### config.mk
export PLATFORM = sky130hd
export DESIGN_NAME = uart_periph
export DESIGN_NICKNAME = d
export VERILOG_FILES = /design/src/verilog/msoc_pkg.sv /design/src/verilog/uart_periph.sv /design/src/verilog/rx_fifo.sv /design/src/verilog/uart_core.sv
export SDC_FILE = /design/constraint.sdc
export NUM_CORES = 1
export LEC_CHECK = 0
export BUFFER_PORTS_ARGS = -buffer_cell sky130_fd_sc_hd__clkbuf_2
export CAP_MARGIN = 20
export CORE_ASPECT_RATIO = 1.2
export CORE_MARGIN = 2
export CORE_UTILIZATION = 59
export CTS_BUF_LIST = sky130_fd_sc_hd__clkbuf_4 sky130_fd_sc_hd__clkbuf_8 sky130_fd_sc_hd__clkbuf_16
export DETAILED_ROUTE_END_ITERATION = 8
export HOLD_SLACK_MARGIN = 0.05
export PLACE_DENSITY = 0.79
export SLEW_MARGIN = 20
export SYNTH_ARGS = -nofsm -noshare
export SYNTH_HDL_FRONTEND = slang
export SYNTH_SLANG_ARGS = --single-unit
### constraint.sdc
create_clock -name msoc_clk -period 6 [get_ports msoc_clk]
set_input_delay 0.9 -clock msoc_clk [delete_from_list [all_inputs] [get_ports msoc_clk]]
set_output_delay 0.9 -clock msoc_clk [all_outputs]
set_load 0.05 [all_outputs]
### src/verilog/msoc_pkg.sv
// shared widths, slot map, bus and uart structs, uart fsm state encodings
`default_nettype none

package msoc_pkg;

  ////////////////////////////////////////////////////////////
  // widths
  typedef logic [31:0] word_t;
  typedef logic [31:0] addr_t;   // byte address
  typedef logic [3:0]  be_t;
  typedef logic [7:0]  byte_t;
  typedef logic [15:0] led_t;
  typedef logic [7:0]  dip_t;
  typedef logic [10:0] baud_t;   // cycles per serial bit
  typedef logic [3:0]  slot_t;

  ////////////////////////////////////////////////////////////
  // address map
  localparam int    SLOT_MSB       = 23;
  localparam int    SLOT_LSB       = 20;
  localparam slot_t SLOT_RAM       = 4'd1;
  localparam slot_t SLOT_UART_CTRL = 4'd2;
  localparam slot_t SLOT_UART_RX   = 4'd3;   // write pops the rx fifo
  localparam slot_t SLOT_GPIO      = 4'd7;

  localparam logic [1:0] UART_REG_TX   = 2'd0;   // word offsets in slot 2
  localparam logic [1:0] UART_REG_BAUD = 2'd1;
  localparam baud_t      BAUD_RESET    = 11'd54;

  typedef struct packed {
    logic  req;
    logic  we;
    addr_t addr;
    word_t wdata;
    be_t   be;
  } bus_req_t;

  typedef struct packed {
    logic  err;    // stop bit was zero
    byte_t data;
  } uart_rx_entry_t;

  typedef struct packed {
    logic [18:0] zero;
    logic        full;
    logic        transmitting;
    logic        receiving;
    logic        not_empty;
    logic        err;
    byte_t       data;   // fifo head
  } uart_status_t;

  typedef enum logic [1:0] {TX_IDLE, TX_START, TX_DATA, TX_STOP} uart_tx_state_t;
  typedef enum logic [1:0] {RX_IDLE, RX_START, RX_DATA, RX_STOP} uart_rx_state_t;

endpackage

`default_nettype wire
### src/verilog/uart_periph.sv
// uart register block: tx strobe, baud register, status word, core and rx fifo
`timescale 1ns/1ps
`default_nettype none

module uart_periph #(
  parameter int              FIFO_DEPTH = 16,
  parameter msoc_pkg::baud_t BAUD_INIT  = msoc_pkg::BAUD_RESET
)
(
  input  wire                     msoc_clk,
  input  wire                     rstn,
  input  wire msoc_pkg::bus_req_t req_i,
  input  wire                     ctrl_we_i,
  input  wire                     pop_i,
  output msoc_pkg::word_t         rdata_o,
  input  wire                     uart_rx_i,
  output logic                    uart_tx_o
);
  import msoc_pkg::*;

  baud_t          baud_q;
  byte_t          tx_byte_q;
  logic           tx_start_q;
  logic           rx_sel_q;     // request was for slot 3
  logic           tx_wr;
  logic           baud_wr;
  logic           rx_valid;
  uart_rx_entry_t rx_entry;
  uart_rx_entry_t fifo_head;
  logic           fifo_empty;
  logic           fifo_full;
  logic           tx_busy;
  logic           rx_busy;
  uart_status_t   status;

  assign tx_wr   = ctrl_we_i && (req_i.addr[3:2] == UART_REG_TX);
  assign baud_wr = ctrl_we_i && (req_i.addr[3:2] == UART_REG_BAUD);

  always_ff @(posedge msoc_clk or negedge rstn)
  begin
    if (!rstn)
    begin
      baud_q     <= BAUD_INIT;
      tx_start_q <= 1'b0;
      rx_sel_q   <= 1'b0;
    end
    else
    begin
      tx_start_q <= tx_wr;   // single cycle pulse
      if (baud_wr)
        baud_q <= baud_t'(req_i.wdata);
      if (req_i.req)
        rx_sel_q <= req_i.addr[SLOT_LSB];   // slots 2 and 3 differ only here
    end
  end

  always_ff @(posedge msoc_clk)
    if (tx_wr)
      tx_byte_q <= byte_t'(req_i.wdata);

  always_comb
  begin
    status              = '0;
    status.data         = fifo_head.data;
    status.err          = fifo_head.err;
    status.not_empty    = ~fifo_empty;
    status.receiving    = rx_busy;
    status.transmitting = tx_busy;
    status.full         = fifo_full;
  end

  assign rdata_o = rx_sel_q ? word_t'(status) : word_t'(baud_q);

  uart_core u_core (
    .msoc_clk   (msoc_clk),
    .rstn       (rstn),
    .baud_i     (baud_q),
    .tx_start_i (tx_start_q),
    .tx_byte_i  (tx_byte_q),
    .rx_i       (uart_rx_i),
    .tx_o       (uart_tx_o),
    .rx_valid_o (rx_valid),
    .rx_entry_o (rx_entry),
    .tx_busy_o  (tx_busy),
    .rx_busy_o  (rx_busy)
  );

  rx_fifo #(
    .FIFO_DEPTH (FIFO_DEPTH)
  ) u_rx_fifo (
    .msoc_clk (msoc_clk),
    .rstn     (rstn),
    .push_i   (rx_valid),
    .din_i    (rx_entry),
    .pop_i    (pop_i),
    .dout_o   (fifo_head),
    .empty_o  (fifo_empty),
    .full_o   (fifo_full)
  );

endmodule

`default_nettype wire

### src/verilog/rx_fifo.sv
// first-word-fall-through fifo for received uart entries
`timescale 1ns/1ps
`default_nettype none

module rx_fifo #(
  parameter int FIFO_DEPTH = 16
)
(
  input  wire                            msoc_clk,
  input  wire                            rstn,
  input  wire                            push_i,
  input  wire msoc_pkg::uart_rx_entry_t  din_i,
  input  wire                            pop_i,
  output msoc_pkg::uart_rx_entry_t       dout_o,
  output logic                           empty_o,
  output logic                           full_o
);
  import msoc_pkg::*;

  localparam int            AW        = (FIFO_DEPTH > 1) ? $clog2(FIFO_DEPTH) : 1;
  localparam logic [AW-1:0] LAST_PTR  = AW'(FIFO_DEPTH - 1);
  localparam logic [AW:0]   DEPTH_CNT = (AW+1)'(FIFO_DEPTH);

  uart_rx_entry_t mem [FIFO_DEPTH];
  logic [AW-1:0]  wr_ptr;
  logic [AW-1:0]  rd_ptr;
  logic [AW:0]    count;      // occupancy
  logic           do_push;
  logic           do_pop;

  assign empty_o = (count == '0);
  assign full_o  = (count == DEPTH_CNT);
  assign do_push = push_i & ~full_o;    // overflow dropped
  assign do_pop  = pop_i & ~empty_o;
  assign dout_o  = mem[rd_ptr];         // head always visible

  always_ff @(posedge msoc_clk or negedge rstn)
  begin
    if (!rstn)
    begin
      wr_ptr <= '0;
      rd_ptr <= '0;
      count  <= '0;
    end
    else
    begin
      if (do_push)
        wr_ptr <= (wr_ptr == LAST_PTR) ? '0 : wr_ptr + 1'b1;
      if (do_pop)
        rd_ptr <= (rd_ptr == LAST_PTR) ? '0 : rd_ptr + 1'b1;
      count <= count + do_push - do_pop;
    end
  end

  always_ff @(posedge msoc_clk)
    if (do_push)
      mem[wr_ptr] <= din_i;

endmodule

`default_nettype wire

### src/verilog/uart_core.sv
// uart core: rx majority filter, 8n1 transmitter and receiver, programmable bit period
`timescale 1ns/1ps
`default_nettype none

module uart_core
(
  input  wire                      msoc_clk,
  input  wire                      rstn,
  input  wire msoc_pkg::baud_t     baud_i,
  input  wire                      tx_start_i,
  input  wire msoc_pkg::byte_t     tx_byte_i,
  input  wire                      rx_i,
  output logic                     tx_o,
  output logic                     rx_valid_o,
  output msoc_pkg::uart_rx_entry_t rx_entry_o,
  output logic                     tx_busy_o,
  output logic                     rx_busy_o
);
  import msoc_pkg::*;

  logic [2:0]     rx_samp;
  logic           rx_f;       // filtered line
  logic           rx_prev;
  baud_t          baud_m1;
  baud_t          half_m1;
  uart_tx_state_t tx_state;
  baud_t          tx_cnt;
  logic [2:0]     tx_bit;
  byte_t          tx_shift;
  uart_rx_state_t rx_state;
  baud_t          rx_cnt;
  logic [2:0]     rx_bit;
  byte_t          rx_shift;

  assign baud_m1   = baud_i - 1'b1;
  assign half_m1   = (baud_i >> 1) - 1'b1;
  assign rx_f      = (rx_samp[0] & rx_samp[1]) | (rx_samp[1] & rx_samp[2]) |
                     (rx_samp[0] & rx_samp[2]);
  assign tx_busy_o = (tx_state != TX_IDLE);
  assign rx_busy_o = (rx_state != RX_IDLE);

  ////////////////////////////////////////////////////////////
  // 2 of 3 vote, two cycles of latency
  always_ff @(posedge msoc_clk or negedge rstn)
  begin
    if (!rstn)
    begin
      rx_samp <= 3'b111;   // line idles high
      rx_prev <= 1'b1;
    end
    else
    begin
      rx_samp <= {rx_samp[1:0], rx_i};
      rx_prev <= rx_f;
    end
  end

  ////////////////////////////////////////////////////////////
  // transmitter
  always_ff @(posedge msoc_clk or negedge rstn)
  begin
    if (!rstn)
    begin
      tx_state <= TX_IDLE;
      tx_cnt   <= '0;
      tx_bit   <= '0;
      tx_shift <= '0;
      tx_o     <= 1'b1;
    end
    else
    begin
      tx_cnt <= tx_cnt + 1'b1;
      unique case (tx_state)
        TX_IDLE:
          if (tx_start_i)   // only sampled here, busy strobes are lost
          begin
            tx_shift <= tx_byte_i;
            tx_cnt   <= '0;
            tx_o     <= 1'b0;
            tx_state <= TX_START;
          end
        TX_START:
          if (tx_cnt == baud_m1)
          begin
            tx_cnt   <= '0;
            tx_bit   <= '0;
            tx_o     <= tx_shift[0];   // lsb first
            tx_state <= TX_DATA;
          end
        TX_DATA:
          if (tx_cnt == baud_m1)
          begin
            tx_cnt   <= '0;
            tx_bit   <= tx_bit + 1'b1;
            tx_shift <= {1'b0, tx_shift[7:1]};
            tx_o     <= (tx_bit == 3'd7) ? 1'b1 : tx_shift[1];
            if (tx_bit == 3'd7)
              tx_state <= TX_STOP;
          end
        TX_STOP:
          if (tx_cnt == baud_m1)
            tx_state <= TX_IDLE;
      endcase
    end
  end

  ////////////////////////////////////////////////////////////
  // receiver, samples mid-bit
  always_ff @(posedge msoc_clk or negedge rstn)
  begin
    if (!rstn)
    begin
      rx_state   <= RX_IDLE;
      rx_cnt     <= '0;
      rx_bit     <= '0;
      rx_shift   <= '0;
      rx_valid_o <= 1'b0;
      rx_entry_o <= '0;
    end
    else
    begin
      rx_valid_o <= 1'b0;
      rx_cnt     <= rx_cnt + 1'b1;
      unique case (rx_state)
        RX_IDLE:
          if (rx_prev && !rx_f)   // falling edge, a stuck-low line is ignored
          begin
            rx_cnt   <= '0;
            rx_state <= RX_START;
          end
        RX_START:
          if (rx_cnt == half_m1)
          begin
            rx_cnt   <= '0;
            rx_bit   <= '0;
            rx_state <= rx_f ? RX_IDLE : RX_DATA;   // glitch rejected
          end
        RX_DATA:
          if (rx_cnt == baud_m1)
          begin
            rx_cnt   <= '0;
            rx_bit   <= rx_bit + 1'b1;
            rx_shift <= {rx_f, rx_shift[7:1]};
            if (rx_bit == 3'd7)
              rx_state <= RX_STOP;
          end
        RX_STOP:
          if (rx_cnt == baud_m1)
          begin
            rx_valid_o      <= 1'b1;
            rx_entry_o.err  <= !rx_f;   // framing error
            rx_entry_o.data <= rx_shift;
            rx_state        <= RX_IDLE;
          end
      endcase
    end
  end

endmodule

`default_nettype wire

==> results by group <==
STA
  – Tcrit/Tclk final: 0.725
  – Final Setup Violations: 0
  – Max-slew violations: 0
  – Tightest Pin Transition: ~1.0 ns
  – Clock skew: 0.00781 ns
  – Setup TNS: 0 ns
  – Unrepaired setup endpoints after global routing: false
  – FMAX: between 200 and 250 MHz
  – Hold Fails Final Rpt: 0
  – Period minus WS final: between 4 and 5 ns
  – Rel. slew slack: 0.307

Detailed routing
  – Drt first pass iters: 5
  – # DRC: 0
  – Routed Antenna Nets: 0
  – Wire per inst: approximately 20 microns
  – Vias: approximately 6,900
  – Total Routed Length: around 23 mm
  – Via/cell ratio: 6.02
  – DR iter-0 viols: ~540

Clocking
  – Worst-path clk slew: 0.06 ns
  – Clk sinks: roughly 240
  – Worst-skew pair later-pin latency: 0.52 ns
  – Number of setup buffers added after CTS: 0
  – Post-cts resize count: 0
  – H-tree Lvls: 1
  – CTS Hold Bufs: 0
  – Num CTS Buffers: 24
  – Max clock buf depth: 3
  – CTS tree: done
  – CTS root buf: clkbuf_16

Yosys
  – Netlist Area Pre-Place: around 0.011 sq mm
  – #FFs+latches synth: approximately 240
  – Async set-reset flop share out of synthesis: 0.369
  – Cell variety after synth: 67
  – Mapped Cells: 862
  – Sequential element share of the synthesized area: 0.596
  – Top FF cell, synth: edfxtp_1
  – Yosys warning total: 0
  – Post-synth EDFFs: about 150
  – Mapped Avg Cell Area: ~13 sq um

Power and ir drop
  – Power Internal: around 3.4 mW
  – NetSw: between 1.5 and 2 mW
  – VDD IR max: roughly 0.37 mV
  – Seq pwr share: 0.420
  – Comb pwr share: 0.296
  – Pwr dens: roughly 420 mW/mm^2
  – Leak Pwr: between 4 and 5 nW
  – Clk pwr share: 0.283
  – Sw frac: 0.352

Worst setup path
  – Worst R2R Start: baud_q[0]
  – R2r worst-path depth: 10
  – Crit end category: output pin
  – CP Data Required Time: slightly above 5 ns
  – CP Class: reg -> out
  – Worst Setup Start Kind: flip-flop
  – Worst R2R Setup Slack: roughly 1.9 ns
  – Worst Path Max Fanout: 18
  – Reg2reg end: u_core.tx_shift[2]
  – WP data arrival: between 3 and 4 ns

Final layout
  – Layout area overhead: 9.00%
  – Share of cells above drive strength 1: 0.176
  – Final #Nets: between 900 and 1,000
  – Layout Utilization: 0.657
  – Ant. Diodes: 0

Floorplan
  – DIE WIDTH: around 130 microns
  – Vert. Die Dim: between 150 and 200 microns
  – Core area: ~0.019 sq mm
  – Cell Rows: between 50 and 60
  – Starting Density: 0.603
  – Ports: 108
  – Die area: between 0.02 and 0.025 sq mm

Run
  – Total of max-cap violations: 0

Global routing
  – Total global routing overflow: 0
  – First-pass GRT wire length: between 30 and 40 mm
  – Tot GR Track Use: 0.232
  – Initial antenna violation count: 0
  – Largest net degree at the start of global routing: 60
  – Vias in the first global route: about 6,700

Run status
  – Outcome: finished, final reports clean

Placement
  – Routability Congestion: ~0.88
  – PortBufs: 33
  – HPWL Detailed: around 15 mm

Min path
  – Hold crit path type: in -> async
## final cells by class
type	instances	area, sq um
tap	256	320
sequential	241	6810
inverter	30	113
timing repair buffer	36	190
clock buffer	33	698
multi-input combinational	541	4220
fill	1331	6490
clock inverter	11	92.6
## per-stage QoR
stage / power [mW] / instances / hold slack (ns) / setup WS, ns / instance area, sq um
5_1_grt: 5.49 / 1148 / 0.374 / 1.49 / 12400
2_1_floorplan: 3.41 / 880 / 0.355 / 2.45 / 11500
6_report: 5.23 / 1148 / 0.347 / 1.65 / 12400
4_1_cts: 5.25 / 1148 / 0.360 / 1.73 / 12400
3_3_place_gp: 3.73 / 1104 / 0.357 / 2.05 / 11600
3_5_place_dp: 3.76 / 1104 / 0.358 / 1.94 / 11600
## sequential cells by signal (all words and copies together), names as in the netlist, 2 cells and up, named ones only
signal and cells:
tx_byte_q 8, u_rx_fifo.rd_ptr 4, u_rx_fifo.count 5, u_rx_fifo.mem 144, u_rx_fifo.wr_ptr 4, u_core.rx_samp 3, baud_q 11, u_core.tx_bit 3
u_core.rx_entry_o 9, u_core.tx_shift 8, u_core.rx_shift 8, u_core.rx_cnt 11, u_core.tx_cnt 11, u_core.tx_state 2, u_core.rx_bit 3
## cell families (layout without fill, tap and decap cells)
kind of cell,after synthesis,after routing,share of synthesized area
multiplexers,94,94,0.106
other,1,19,0.000329
flip-flops,241,241,0.596
XOR/XNOR,62,62,0.0489
AND/OR/NAND/NOR,216,216,0.0973
adder cells (fa/ha/maj),32,32,0.0353
AO/OA/AOI/OAI,118,118,0.0741
buffers and inverters,98,110,0.0415
## cells in the mapped netlist, types with 3 or more instances
library cell / instances / share of area
o221ai_1: 24 / 0.018
dfstp_2: 9 / 0.021
dfrtp_1: 80 / 0.18
buf_6: 3 / 0.0030
o211ai_1: 3 / 0.0020
and4_1: 3 / 0.0023
xor2_1: 35 / 0.027
or2_2: 4 / 0.0022
and2_1: 4 / 0.0022
nor2_1: 45 / 0.015
ha_1: 29 / 0.032
nand3b_1: 4 / 0.0026
nand2b_1: 8 / 0.0044
nor4_1: 3 / 0.0016
and3_1: 15 / 0.0082
xnor2_1: 26 / 0.020
mux2i_1: 45 / 0.039
buf_1: 7 / 0.0023
clkbuf_1: 34 / 0.011
o22a_1: 4 / 0.0031
a31oi_1: 13 / 0.0071
buf_2: 3 / 0.0013
a21oi_1: 18 / 0.0079
nor3b_1: 6 / 0.0039
edfxtp_1: 152 / 0.40
o22ai_1: 14 / 0.0077
mux4_2: 18 / 0.036
o21ai_0: 20 / 0.0088
buf_4: 21 / 0.014
mux2_2: 29 / 0.029
inv_1: 28 / 0.0092
or3_1: 4 / 0.0022
nand3_1: 23 / 0.010
nand2_1: 63 / 0.021
nor3_1: 10 / 0.0044
nor2b_1: 14 / 0.0077
## worst max path at each step
stage	cells after the start	slack, ns	endpoint	startpoint
finish	7	1.65	rdata_o[3]	u_rx_fifo.rd_ptr[2]
global route	7	1.49	rdata_o[3]	u_rx_fifo.rd_ptr[2]
CTS	7	1.73	rdata_o[0]	u_rx_fifo.rd_ptr[2]
detailed placement	10	1.94	u_core.rx_cnt[3]	baud_q[0]
global placement	10	2.05	u_core.rx_cnt[7]	baud_q[0]
floorplan	9	2.45	rdata_o[0]	u_rx_fifo.rd_ptr[0]
## layout by cell type (no fill, tap or decap), types with 28 or more instances in the layout
cell type / n
ha_1: 29
mux2i_1: 45
mux2_2: 29
xor2_1: 35
nand2_1: 63
nor2_1: 45
edfxtp_1: 152
inv_1: 28
clkbuf_2: 32
dfrtp_1: 79
## metal layers
metal / vias to the layer above / track usage / routed length, microns
met5: - / 0 / 0
met4: 0 / 0.0866 / 723
met3: 49 / 0.0424 / 1460
met2: 242 / 0.389 / 11700
met1: 3466 / 0.303 / 9210
li1: 3153 / - / -
## power groups by stage
stage	Sequential [mW]	Clock, mW	Combinational (mW)
finish	2.20	1.48	1.55
detailed placement	2.23	0	1.53
global route	2.23	1.58	1.69
global placement	2.23	0	1.50
floorplan	2.01	0	1.40
CTS	2.20	1.50	1.55
## worst max-delay path, stage by stage (launching register included)
cell	delay (ns)
dfrtp_1	0.72
nand2_1	0.65
o221ai_1	0.51
o22ai_1	0.14
a21oi_1	0.32
nand2_1	0.11
o21ai_0	0.14
clkbuf_2	0.32
(Power assumes the default switching activity.)
