==> src/verilog/msoc_pkg.sv <==
// shared widths, slot map, bus and uart structs, uart fsm state encodings
`default_nettype none

package msoc_pkg;

  ////////////////////////////////////////////////////////////
  // widths
  typedef logic [31:0] word_t;
  typedef logic [31:0] addr_t;   // byte address
  typedef logic [3:0]  be_t;
  typedef logic [7:0]  byte_t;
  typedef logic [15:0] led_t;
  typedef logic [7:0]  dip_t;
  typedef logic [10:0] baud_t;   // cycles per serial bit
  typedef logic [3:0]  slot_t;

  ////////////////////////////////////////////////////////////
  // address map
  localparam int    SLOT_MSB       = 23;
  localparam int    SLOT_LSB       = 20;
  localparam slot_t SLOT_RAM       = 4'd1;
  localparam slot_t SLOT_UART_CTRL = 4'd2;
  localparam slot_t SLOT_UART_RX   = 4'd3;   // write pops the rx fifo
  localparam slot_t SLOT_GPIO      = 4'd7;

  localparam logic [1:0] UART_REG_TX   = 2'd0;   // word offsets in slot 2
  localparam logic [1:0] UART_REG_BAUD = 2'd1;
  localparam baud_t      BAUD_RESET    = 11'd54;

  typedef struct packed {
    logic  req;
    logic  we;
    addr_t addr;
    word_t wdata;
    be_t   be;
  } bus_req_t;

  typedef struct packed {
    logic  err;    // stop bit was zero
    byte_t data;
  } uart_rx_entry_t;

  typedef struct packed {
    logic [18:0] zero;
    logic        full;
    logic        transmitting;
    logic        receiving;
    logic        not_empty;
    logic        err;
    byte_t       data;   // fifo head
  } uart_status_t;

  typedef enum logic [1:0] {TX_IDLE, TX_START, TX_DATA, TX_STOP} uart_tx_state_t;
  typedef enum logic [1:0] {RX_IDLE, RX_START, RX_DATA, RX_STOP} uart_rx_state_t;

endpackage

`default_nettype wire
==> src/verilog/periph_bus.sv <==
// peripheral bus: slot decode, grant/valid timing, led and dip registers, read mux
`timescale 1ns/1ps
`default_nettype none

module periph_bus
(
  input  wire                 msoc_clk,
  input  wire                 rstn,
  input  wire msoc_pkg::bus_req_t bus_req_i,
  output logic                gnt_o,
  output logic                rvalid_o,
  output msoc_pkg::word_t     rdata_o,
  output logic                ram_we_o,
  output logic                uart_ctrl_we_o,
  output logic                uart_pop_o,
  input  wire msoc_pkg::word_t ram_rdata_i,
  input  wire msoc_pkg::word_t uart_rdata_i,
  output msoc_pkg::led_t      led_o,
  input  wire msoc_pkg::dip_t dip_i
);
  import msoc_pkg::*;

  slot_t slot;
  slot_t slot_q;     // slot of the request being answered
  logic  bus_wr;
  led_t  led_q;
  dip_t  dip_q;

  assign slot   = bus_req_i.addr[SLOT_MSB:SLOT_LSB];
  assign bus_wr = bus_req_i.req & bus_req_i.we;
  assign gnt_o  = bus_req_i.req;   // never any back-pressure

  assign ram_we_o       = bus_wr && (slot == SLOT_RAM);
  assign uart_ctrl_we_o = bus_wr && (slot == SLOT_UART_CTRL);
  assign uart_pop_o     = bus_wr && (slot == SLOT_UART_RX);
  assign led_o          = led_q;

  always_ff @(posedge msoc_clk or negedge rstn)
  begin
    if (!rstn)
    begin
      rvalid_o <= 1'b0;
      slot_q   <= '0;
      led_q    <= '0;
    end
    else
    begin
      rvalid_o <= bus_req_i.req;   // one cycle after grant
      if (bus_req_i.req)
        slot_q <= slot;
      if (bus_wr && (slot == SLOT_GPIO))
        led_q <= led_t'(bus_req_i.wdata);
    end
  end

  always_ff @(posedge msoc_clk)
    dip_q <= dip_i;   // switches sampled every cycle

  ////////////////////////////////////////////////////////////
  // response word
  always_comb
  begin
    case (slot_q)
      SLOT_RAM:       rdata_o = ram_rdata_i;
      SLOT_UART_CTRL,
      SLOT_UART_RX:   rdata_o = uart_rdata_i;   // uart block picks baud or status
      SLOT_GPIO:      rdata_o = word_t'(dip_q);
      default:        rdata_o = '0;             // unmapped
    endcase
  end

endmodule

`default_nettype wire

==> config.mk <==
export PLATFORM = sky130hd
export DESIGN_NAME = periph_bus
export DESIGN_NICKNAME = d
export VERILOG_FILES = /design/src/verilog/msoc_pkg.sv /design/src/verilog/periph_bus.sv
export SDC_FILE = /design/constraint.sdc
export NUM_CORES = 1
export LEC_CHECK = 0
export BUFFER_PORTS_ARGS = -buffer_cell sky130_fd_sc_hd__buf_2
export CORE_AREA = 2 2 77 79
export CTS_BUF_LIST = sky130_fd_sc_hd__clkbuf_4 sky130_fd_sc_hd__clkbuf_8
export DETAILED_ROUTE_END_ITERATION = 6
export DIE_AREA = 0 0 79 81
export GPL_TIMING_DRIVEN = 0
export PLACE_DENSITY = 0.72
export SYNTH_ARGS = -nofsm -noshare
export SYNTH_HDL_FRONTEND = slang
export SYNTH_SLANG_ARGS = --single-unit
==> constraint.sdc <==
create_clock -name msoc_clk -period 1.3 [get_ports msoc_clk]
set_input_delay 0.065 -clock msoc_clk [delete_from_list [all_inputs] [get_ports msoc_clk]]
set_output_delay 0.065 -clock msoc_clk [all_outputs]
set_load 0.02 [all_outputs]
==> summary.txt, run 1 <==
STA
  • Final Hold Fails: 0
  • Slew margin rel.: 68.15%
  • Final worst setup slack: -0.3792 ns
  • RSZ-0062 raised after global routing: yes
  • Worst slew pin tran: 0.4777 ns
  • Max Freq: 0.5955 GHz
  • Worst Skew: 0 ns
  • Setup violations, final: 32
  • Period Utilization, post-route: 129.2%
  • Fin crit period: 1.679 ns
  • Slew Limit Fails: 0

Floorplan
  • Die width: 79 um
  • Die Footprint: 6399 sq um
  • Row count: 28
  • Initial Util: 25.22%
  • Num ports: 197
  • Die Y: 81 um
  • CORE AREA: 5675 sq um

Global routing
  • Global route overflow: 0
  • Vias in the first global route: 1526
  • Pin count of the biggest net entering global routing: 22
  • Initial antenna violation count: 0
  • GRT Util Overall: 14.30%
  • First-pass GRT wire length: 7010 um

Critical path
  • CP max-delay cell: dfrtp_2
  • CP delay by family, top: flip-flops
  • Crit-path cells: nor4b_4, buf_6, buf_6, a22oi_2, nand2_1, buf_6
  • Worst EP arrival: 1.61 ns
  • Startpoint of the worst register-to-register path: slot_q[3]
  • Crit path kind: flip-flop to output pin
  • Crit path from: slot_q[2]
  • Critical path's most frequent cell: buf_6
  • Crit end category: output pin
  • CP max stage delay: 0.44 ns
  • Crit path max fanout: 6
  • Critical path data required time: 1.24 ns
  • CP Buf/Inv Count: 3
  • Startpoint types: flip-flop

Route
  • Total number of vias: 1655
  • Via-to-Cell Ratio: 4.547
  • Initial DRC count: 17
  • ANT nets after route: 0
  • DRT Wirelength: 5056 um
  • DRT Pass-1 Iters: 4
  • DRC viols: 0
  • Drt wl/cell: 13.89 um

Placement
  • Dpl cells: 340
  • Port buffer count: 148
  • DP Area: 2270 sq um
  • Place WS: -0.3448 ns
  • HPWL Detailed: 3662 um
  • RD Place Congestion: 0.7404

Synth
  • Synth Area in Simple Gates: 10.84%
  • Top cell type's share of synthesized area: 36.71%
  • Largest family of logic cells by synthesized area: compound AO/OA/AOI/OAI gates
  • Post-Syn Nets: 261
  • Mapped Area: 1431 sq um
  • Synth area leaders: dfrtp_1 37%, a22o_1 15%, dfxtp_1 11%
  • Syn Inst Count: 117
  • Synth area leader: dfrtp_1
  • Sequential fraction of the synthesis area: 47.90%
  • Post-Synth XOR/XNOR Area: 0%
  • Synth Area in Compound Gates: 18.88%
  • Post-synthesis mux area share: 18.36%
  • Post-Synth Adder-Cell Area: 0%
  • #FFs+latches synth: 29
  • Syn Area/Cell: 12.23 sq um
  • Synth Warn #: 0
  • Post-synthesis cell type count: 20

Final layout
  • NumNets Final: 432
  • Area grow syn2layout: 94.06%
  • Util after Layout: 48.94%
  • Most frequent cells in the layout: 114 x buf_2, 31 x buf_6, 24 x a22o_1, 19 x dfrtp_1, 17 x nand2_1
  • Design Area, Final: 2778 sq um
  • # diodes: 0
  • Leading cell type in the layout, fill and taps excluded: buf_2
  • Share of cells above drive strength 1: 69.90%
  • Fin cells: 364

Pwr
  • Leakage: 1.468 nW
  • Power Dens Cells: 1028 nW/um^2
  • Maximum vdd drop: 0.7088 mV
  • Total power: 0.002855 W

CTS
  • Clk sinks: 29
  • Clock transition at path regs: 0.06 ns
  • CTS Buffer Depth: 2
  • Worst skew pair latency: 0.27 ns
  • Clk root buf: clkbuf_8
  • CTS tree: done
  • Max H-tree Level: 2
  • CTS buffer count: 5

Status
  • Outcome: complete, but fails checks
  • Failing checks: setup timing

Run
  • MaxCap Viol Count: 0

Min path
  • Worst hold start: bus_req_i[8]
  • HP Class: input port to flip-flop
-- through the flow --
stage               hold slack (ns)  TNS (ns)
floorplan                   -0.2306   -0.7931
global placement            0.04837    -10.10
detailed placement          0.05336    -11.34
CTS                         0.01110    -10.91
global route               0.003804    -13.59
finish                      0.01850    -10.47
-- sequential cells by signal, summed over array words and instances (netlist names) --
name and flops:
dip_q 8, led_o 16, rvalid_o 1, slot_q 4
-- cells in the mapped netlist, drive strengths merged --
| cell | n |
|---|---|
| dfrtp | 21 |
| nand3 | 1 |
| and4b | 1 |
| a22oi | 8 |
| nor4b | 1 |
| dfxtp | 8 |
| mux2 | 20 |
| a22o | 24 |
| nand2 | 18 |
| nor2 | 1 |
| nor3 | 1 |
| or3 | 1 |
| buf | 5 |
| nor3b | 3 |
| clkbuf | 4 |
-- cell families (layout without fill, tap and decap cells) --
group                  count (synthesis)  after routing
AOI/OAI and AO/OA                     32             32
DFF                                   29             29
and+or+nand+nor                       27             27
muxes                                 20             20
buffers and inverters                  9            181
-- power by group --
group	leakage [nW]	switching [W]	internal [W]
sequential	0.328	0.0000732	0.00102
clock	0.0484	0.000324	0.000391
combinational	1.09	0.000493	0.000549
total	1.47	0.000891	0.00196
-- final cells by class --
class	instances	area, sq um
multi-input combinational	79	723.2
sequential	29	688.2
fill	522	2898
tap	75	93.84
clock buffer	6	76.32
buffer	8	96.34
timing repair buffer	165	1090
clock inverter	2	10.01
-- routing by layer --
metal	GRT usage (%)	vias to the layer above	part of all wire [%]
li1	-	780	-
met1	14.53	779	35
met2	26.95	87	54
met3	3.778	9	8.8
met4	7.241	0	2.2
met5	0	-	0
-- final timing paths --
check                        endpoint  slack, ns  cells after the start
setup / recovery           rdata_o[6]      -0.38                      6
hold / removal               led_o[4]       0.02                      2
setup reg to reg            slot_q[3]       0.46                      1
hold reg to reg             led_o[13]       0.50                      1
max in group asynchronous   slot_q[3]       0.66                      2
min in group asynchronous    led_o[5]       0.28                      2
-- repair_timing --
action | CTS | global route
setup buffers | 4 | 0
pin swaps | 12 | 7
setup endpoints to repair | 32 | 33
gates cloned | 3 | 0
endpoints found under the hold margin | 30 | 0
hold buffers | 10 | 0
gates resized for setup | 70 | 15
Note: power is estimated with default switching activity, not from simulation.
==> run 2: changes to the inputs <==
--- a/config.mk
+++ b/config.mk
@@ -5,13 +5,14 @@
 export SDC_FILE = /design/constraint.sdc
 export NUM_CORES = 1
 export LEC_CHECK = 0
+export ABC_AREA = 1
 export BUFFER_PORTS_ARGS = -buffer_cell sky130_fd_sc_hd__buf_2
 export CORE_AREA = 2 2 77 79
 export CTS_BUF_LIST = sky130_fd_sc_hd__clkbuf_4 sky130_fd_sc_hd__clkbuf_8
 export DETAILED_ROUTE_END_ITERATION = 6
 export DIE_AREA = 0 0 79 81
 export GPL_TIMING_DRIVEN = 0
-export PLACE_DENSITY = 0.72
+export PLACE_DENSITY = 0.77
 export SYNTH_ARGS = -nofsm -noshare
 export SYNTH_HDL_FRONTEND = slang
 export SYNTH_SLANG_ARGS = --single-unit
==> run 2 against run 1 <==
Effect of this change:
- the flow still finishes with violations (setup timing)
- fmax up 9.8%
- register-to-register slack worse by 0.22 ns
- synthesized cell count up 96%
- critical path depth up 1
- clock power up 37%
- non-clock buffer count up 15
- worst hold slack worse by 0.013 ns
- combinational power up 24%
- die area unchanged
- sequential share of layout area down 3.6 points
- critical path type unchanged
==> summary.txt, run 2 <==
Placement
  • DP Area: 2491 sq um
  • RD Place Congestion: 0.8186
  • HPWL Detailed: 4090 um
  • Port buffer count: 148

Critical path
  • Crit path kind: flip-flop to output pin
  • Worst EP arrival: 1.46 ns
  • Startpoint types: flip-flop
  • Crit end category: output pin
  • Crit path max fanout: 7
  • Critical path data required time: 1.24 ns

Synth
  • #FFs+latches synth: 29
  • Post-Syn Nets: 373
  • Synth Flop Type: dfrtp_1
  • Post-synth EDFFs: 0
  • Post-synth ARST share: 72.41%
  • Sequential fraction of the synthesis area: 41.39%
  • Most frequent cells after synthesis: 83 x nand2_1, 72 x nand3_1, 21 x dfrtp_1
  • Top cell type's share of synthesized area: 31.72%
  • Syn Area/Cell: 7.234 sq um
  • Synth area leader: dfrtp_1
  • Post-synthesis cell type count: 21
  • Synth Warn #: 0
  • Synth area leaders: dfrtp_1 32%, nand3_1 22%, nand2_1 19%
  • Syn Inst Count: 229
  • Mapped Area: 1657 sq um
  • Count leader, synth: nand2_1

Floorplan
  • Die Footprint: 6399 sq um
  • Initial Util: 29.19%
  • Die Y: 81 um
  • Die width: 79 um
  • Num ports: 197
  • CORE AREA: 5675 sq um
  • Row count: 28

Global routing
  • Vias in the first global route: 2035
  • First-pass GRT wire length: 8990 um
  • Pin count of the biggest net entering global routing: 22
  • GRT Util Overall: 17.69%
  • Global route overflow: 0
  • Initial antenna violation count: 0

Final layout
  • Max reg flops: 16
  • Fillers: 513
  • Most frequent cells in the layout: 117 x buf_2, 79 x nand2_1, 58 x nand3_1, 50 x buf_6, 20 x dfrtp_1
  • Share of cells above drive strength 1: 54.15%
  • Storage cell area: 686.9 sq um
  • Area grow syn2layout: 95.47%
  • Multi-input gate area: 908.4 sq um
  • Leading cell type in the layout, fill and taps excluded: buf_2
  • Util after Layout: 57.05%
  • NumNets Final: 553
  • Design Area, Final: 3238 sq um
  • # diodes: 0

Pwr
  • P_int: 0.002270 W
  • Combinational Power Share: 38.3%
  • Switching Fraction: 32.30%
  • Clock power frac: 29.2%
  • Leakage: 1.813 nW
  • Maximum vdd drop: 0.8233 mV
  • Total power: 0.003354 W
  • Sw power: 0.001083 W
  • Flop pwr share: 32.4%
  • Power Dens Cells: 1036 nW/um^2

STA
  • Fin crit period: 1.530 ns
  • RSZ-0062 raised after global routing: yes
  • Max Freq: 0.6536 GHz
  • Period Utilization, post-route: 117.7%
  • Slew margin rel.: 68.12%
  • Slew Limit Fails: 0
  • Worst slew pin tran: 0.4782 ns
  • Final hold slack: 0.005516 ns
  • Setup TNS: -6.494 ns
  • Worst Skew: 0 ns
  • Final Hold Fails: 0
  • Final worst setup slack: -0.2299 ns
  • Setup violations, final: 32

Status
  • Outcome: complete, but fails checks
  • Failing checks: setup timing

Run
  • MaxCap Viol Count: 0

CTS
  • CTS tree: done
  • CTS buffer count: 5
  • Max H-tree Level: 2
  • Clk sinks: 29
  • Clk root buf: clkbuf_8
  • Worst skew pair latency: 0.28 ns
  • Clock transition at path regs: 0.07 ns
  • CTS Buffer Depth: 2

Route
  • Metal2 WL: 3465 um
  • DRT Pass-1 Iters: 4
  • Total number of vias: 2254
  • Via-to-Cell Ratio: 4.647
  • M1 WL: 2317 um
  • ANT nets after route: 0
  • DRT Wirelength: 6284 um
  • Drt wl/cell: 12.96 um
  • Initial DRC count: 50
  • Highest metal used: met4
  • DR WL met3: 403 um
  • DRC viols: 0

Min path
  • HP Class: input port to flip-flop
==> run 2: power groups by stage <==
stage / logic, W / clock network (W) / registers (W)
after floorplan: 0.000426 / 0 / 0.00121
after global placement: 0.000929 / 0 / 0.00110
after detailed placement: 0.000949 / 0 / 0.00110
after CTS: 0.00123 / 0.00100 / 0.00109
after global routing: 0.00139 / 0.00103 / 0.00110
final: 0.00129 / 0.000981 / 0.00109
==> run 2: routing by layer <==
| metal | GRT usage [%] | vias up |
|---|---|---|
| li1 | - | 1102 |
| met1 | 18.93 | 1035 |
| met2 | 34.49 | 109 |
| met3 | 3.111 | 8 |
| met4 | 6.724 | 0 |
| met5 | 0 | - |
==> run 2: path summary, 6_finish.rpt <==
| check | slack, ns | cells after the start | from | end |
|---|---|---|---|---|
| min in group asynchronous | 0.27 | 2 | rstn | led_o[12] |
| max in group asynchronous | 0.67 | 2 | rstn | slot_q[2] |
| worst min register to register | 0.47 | 2 | led_o[2] | led_o[2] |
| worst min-delay path | 0.006 | 3 | bus_req_i[19] | led_o[15] |
| worst max-delay path | -0.23 | 7 | slot_q[3] | rdata_o[0] |
| worst max register to register | 0.24 | 3 | slot_q[1] | slot_q[1] |
==> run 2: cells by family after synthesis <==
kind of cell | count (synthesis) | synth area share (%)
AOI/OAI and AO/OA | 3 | 0.9061
buffers and inverters | 25 | 8.912
DFF | 29 | 41.39
muxes | 1 | 0.6797
and+or+nand+nor | 171 | 48.11
==> run 2: critical path: stages (launching register included) <==
cell     delay, ns
dfrtp_1       0.40
buf_6         0.13
nor2_4        0.09
buf_12        0.14
buf_6         0.12
nand3_1       0.07
nand3_1       0.11
buf_6         0.13
==> run 2: layout make-up <==
class | instances | area share (%)
buffer | 15 | 5.139
clock buffer | 7 | 2.782
clock inverter | 1 | 0.9274
inverter | 10 | 1.314
multi-input combinational | 175 | 28.05
sequential | 29 | 21.21
tap | 75 | 2.898
timing repair buffer | 173 | 37.67
==> run 2: through the flow <==
stage                     setup WS (ns)  instances
after detailed placement       -0.06009        452
after CTS                       -0.2249        485
after global routing            -0.3079        485
final                           -0.2299        485
after floorplan                  0.1871        229
after global placement         -0.01228        452
==> run 2: timing repair <==
action | in CTS | in global routing
resized for setup | 95 | 29
gates cloned | 8 | 0
setup endpoints to repair | 32 | 32
hold buffers | 10 | 0
hold endpoints to repair | 30 | 0
buffers inserted | 7 | 0
pin swaps | 11 | 12
==> run 3: changes to the inputs <==
--- a/config.mk
+++ b/config.mk
@@ -5,14 +5,15 @@
 export SDC_FILE = /design/constraint.sdc
 export NUM_CORES = 1
 export LEC_CHECK = 0
-export ABC_AREA = 1
+export ABC_AREA = 0
 export BUFFER_PORTS_ARGS = -buffer_cell sky130_fd_sc_hd__buf_2
 export CORE_AREA = 2 2 77 79
 export CTS_BUF_LIST = sky130_fd_sc_hd__clkbuf_4 sky130_fd_sc_hd__clkbuf_8
 export DETAILED_ROUTE_END_ITERATION = 6
 export DIE_AREA = 0 0 79 81
 export GPL_TIMING_DRIVEN = 0
-export PLACE_DENSITY = 0.77
+export PLACE_DENSITY = 0.72
+export SETUP_SLACK_MARGIN = 0.1
 export SYNTH_ARGS = -nofsm -noshare
 export SYNTH_HDL_FRONTEND = slang
 export SYNTH_SLANG_ARGS = --single-unit
==> run 3 against run 2 <==
Effect of this change:
- the flow still finishes with violations (setup timing)
- power down 7.4%
- wire length is 22% lower
- final cell count is 25% lower
- clock power shrank 1%
- global-route usage is 3.9 points lower
- worst hold slack improved by 0.012 ns
- first-iteration DRC count is 58% lower
- sequential power about the same
- critical path depth fell by 2
- worst setup slack got worse by 0.16 ns
- register-to-register slack improved by 0.21 ns
==> summary.txt, run 3 (synthesized netlist as in run 1, its figures left out) <==
Status
  • Outcome: complete, but fails checks
  • Failing checks: setup timing

Placement
  • Dpl cells: 340
  • Place WS: -0.2326 ns
  • HPWL Detailed: 3648 um
  • RD Place Congestion: 0.6889
  • Port buffer count: 148

Route
  • DRT Wirelength: 4922 um
  • Via-to-Cell Ratio: 4.492
  • DRT Pass-1 Iters: 4
  • ANT nets after route: 0
  • Total number of vias: 1626
  • DRC viols: 0
  • Initial DRC count: 21
  • Drt wl/cell: 13.60 um

STA
  • Final worst setup slack: -0.3885 ns
  • RSZ-0062 raised after global routing: yes
  • Period Utilization, post-route: 129.9%
  • Setup violations, final: 32
  • Final hold slack: 0.01732 ns
  • Worst Skew: 0 ns
  • Fin crit period: 1.689 ns
  • Final Hold Fails: 0
  • Worst slew pin tran: 0.4707 ns
  • Max Freq: 0.5922 GHz
  • Slew Limit Fails: 0
  • Slew margin rel.: 68.62%
  • Setup TNS: -10.92 ns

Critical path
  • Worst EP arrival: 1.62 ns
  • Crit path max fanout: 10
  • Crit path from: slot_q[1]
  • CP max stage delay: 0.43 ns
  • Levels on crit path: 5
  • RR Endpoint: slot_q[2]
  • Flop-to-flop setup slack: 0.45 ns
  • Critical path's most frequent cell: buf_6
  • Crit path kind: flip-flop to output pin
  • CP Buf/Inv Count: 3
  • Crit end category: output pin
  • CP delay by family, top: buffers and inverters
  • Crit path to: rdata_o[14]
  • Worst-case reg-to-reg path depth: 1
  • CP max-delay cell: dfrtp_2
  • Startpoint of the worst register-to-register path: slot_q[2]
  • Crit-path cells: nor4b_4, buf_6, buf_8, a22o_1, buf_6
  • Critical path data required time: 1.24 ns
  • Startpoint types: flip-flop

Pwr
  • Flop pwr share: 35.4%
  • P_int: 0.002214 W
  • Maximum vdd drop: 0.5801 mV
  • Leakage: 1.472 nW
  • Power Dens Cells: 1102 nW/um^2
  • Combinational Power Share: 33.4%
  • Clock power frac: 31.2%
  • Sw power: 0.0008905 W
  • Switching Fraction: 28.69%

Global routing
  • First-pass GRT wire length: 6886 um
  • Global route overflow: 0
  • GRT Util Overall: 13.77%
  • Initial antenna violation count: 0
  • Pin count of the biggest net entering global routing: 22
  • Vias in the first global route: 1461

Final layout
  • NumNets Final: 430
  • Max reg flops: 16
  • Most frequent cells in the layout: 114 x buf_2, 26 x buf_6, 24 x a22o_1, 19 x dfrtp_1, 13 x buf_4
  • Leading cell type in the layout, fill and taps excluded: buf_2
  • Fin cells: 362
  • Share of cells above drive strength 1: 72.13%
  • Util after Layout: 49.65%
  • Area grow syn2layout: 96.85%
  • # diodes: 0

CTS
  • CTS tree: done
  • Worst skew pair latency: 0.27 ns
  • Clk root buf: clkbuf_8
  • Clk sinks: 29
  • Max H-tree Level: 2
  • Clock transition at path regs: 0.07 ns
  • CTS buffer count: 5
  • CTS Buffer Depth: 2

Floorplan
  • Die Y: 81 um
  • Num ports: 197
  • Die width: 79 um
  • Initial Util: 25.22%
  • Row count: 28
  • Die Footprint: 6399 sq um
  • CORE AREA: 5675 sq um

Min path
  • HP Class: input port to flip-flop
  • Worst hold start: bus_req_i[6]

Run
  • MaxCap Viol Count: 0
-- run 3: changes by cell type in the layout (fill, tap and decap cells not counted), sizes merged, moves of 3 or more --
| cell | delta |
|---|---|
| clkbuf | +4 |
| inv | -10 |
| mux2 | +19 |
| nor3b | +3 |
| buf | -21 |
| o21ai | -3 |
| nor2 | -7 |
| a22oi | +8 |
| nand2 | -70 |
| nand3 | -72 |
| a22o | +24 |
-- run 3: worst min path at each step --
stage,to,depth (start not counted)
floorplan,led_o[0],0
CTS,led_o[2],2
detailed placement,led_o[8],1
finish,led_o[2],2
global placement,led_o[3],1
global route,led_o[0],2
-- run 3: area by class of cell --
cell class,count,area [sq um]
multi-input combinational,79,749.5
fill,534,2858
timing repair buffer,162,1070
tap,75,93.84
sequential,29,688.2
clock inverter,1,30.03
buffer,9,96.34
clock buffer,7,90.09
-- run 3: layer usage --
layer / global-route usage [%] / part of all wire (%) / vias up / wire length (um)
li1: - / - / 778 / -
met1: 14.85 / 36 / 765 / 1748
met2: 25.08 / 54 / 74 / 2682
met3: 3.778 / 7.9 / 9 / 387
met4: 6.379 / 2.1 / 0 / 104
met5: 0 / 0 / - / 0
-- run 3: stage by stage --
step	area [sq um]	total power (W)
after floorplan	1473	0.001612
after global placement	2307	0.001970
after detailed placement	2307	0.001989
after CTS	2756	0.003114
after global routing	2818	0.003250
final	2818	0.003104
-- run 3: power groups by stage --
stage          Combinational, W  Clock (W)  Sequential [W]
2_1_floorplan          0.000382          0         0.00123
3_3_place_gp           0.000867          0         0.00110
3_5_place_dp           0.000880          0         0.00111
4_1_cts                 0.00102   0.000999         0.00110
5_1_grt                 0.00110    0.00103         0.00112
6_report                0.00104   0.000967         0.00110
-- run 3: repair_timing --
action	4_1_cts	5_1_grt
gates cloned	1	0
gates resized for setup	60	17
hold buffers	10	0
endpoints found under the hold margin	30	0
pin swaps	2	6
endpoints found under the setup margin	34	34
setup buffers	3	0
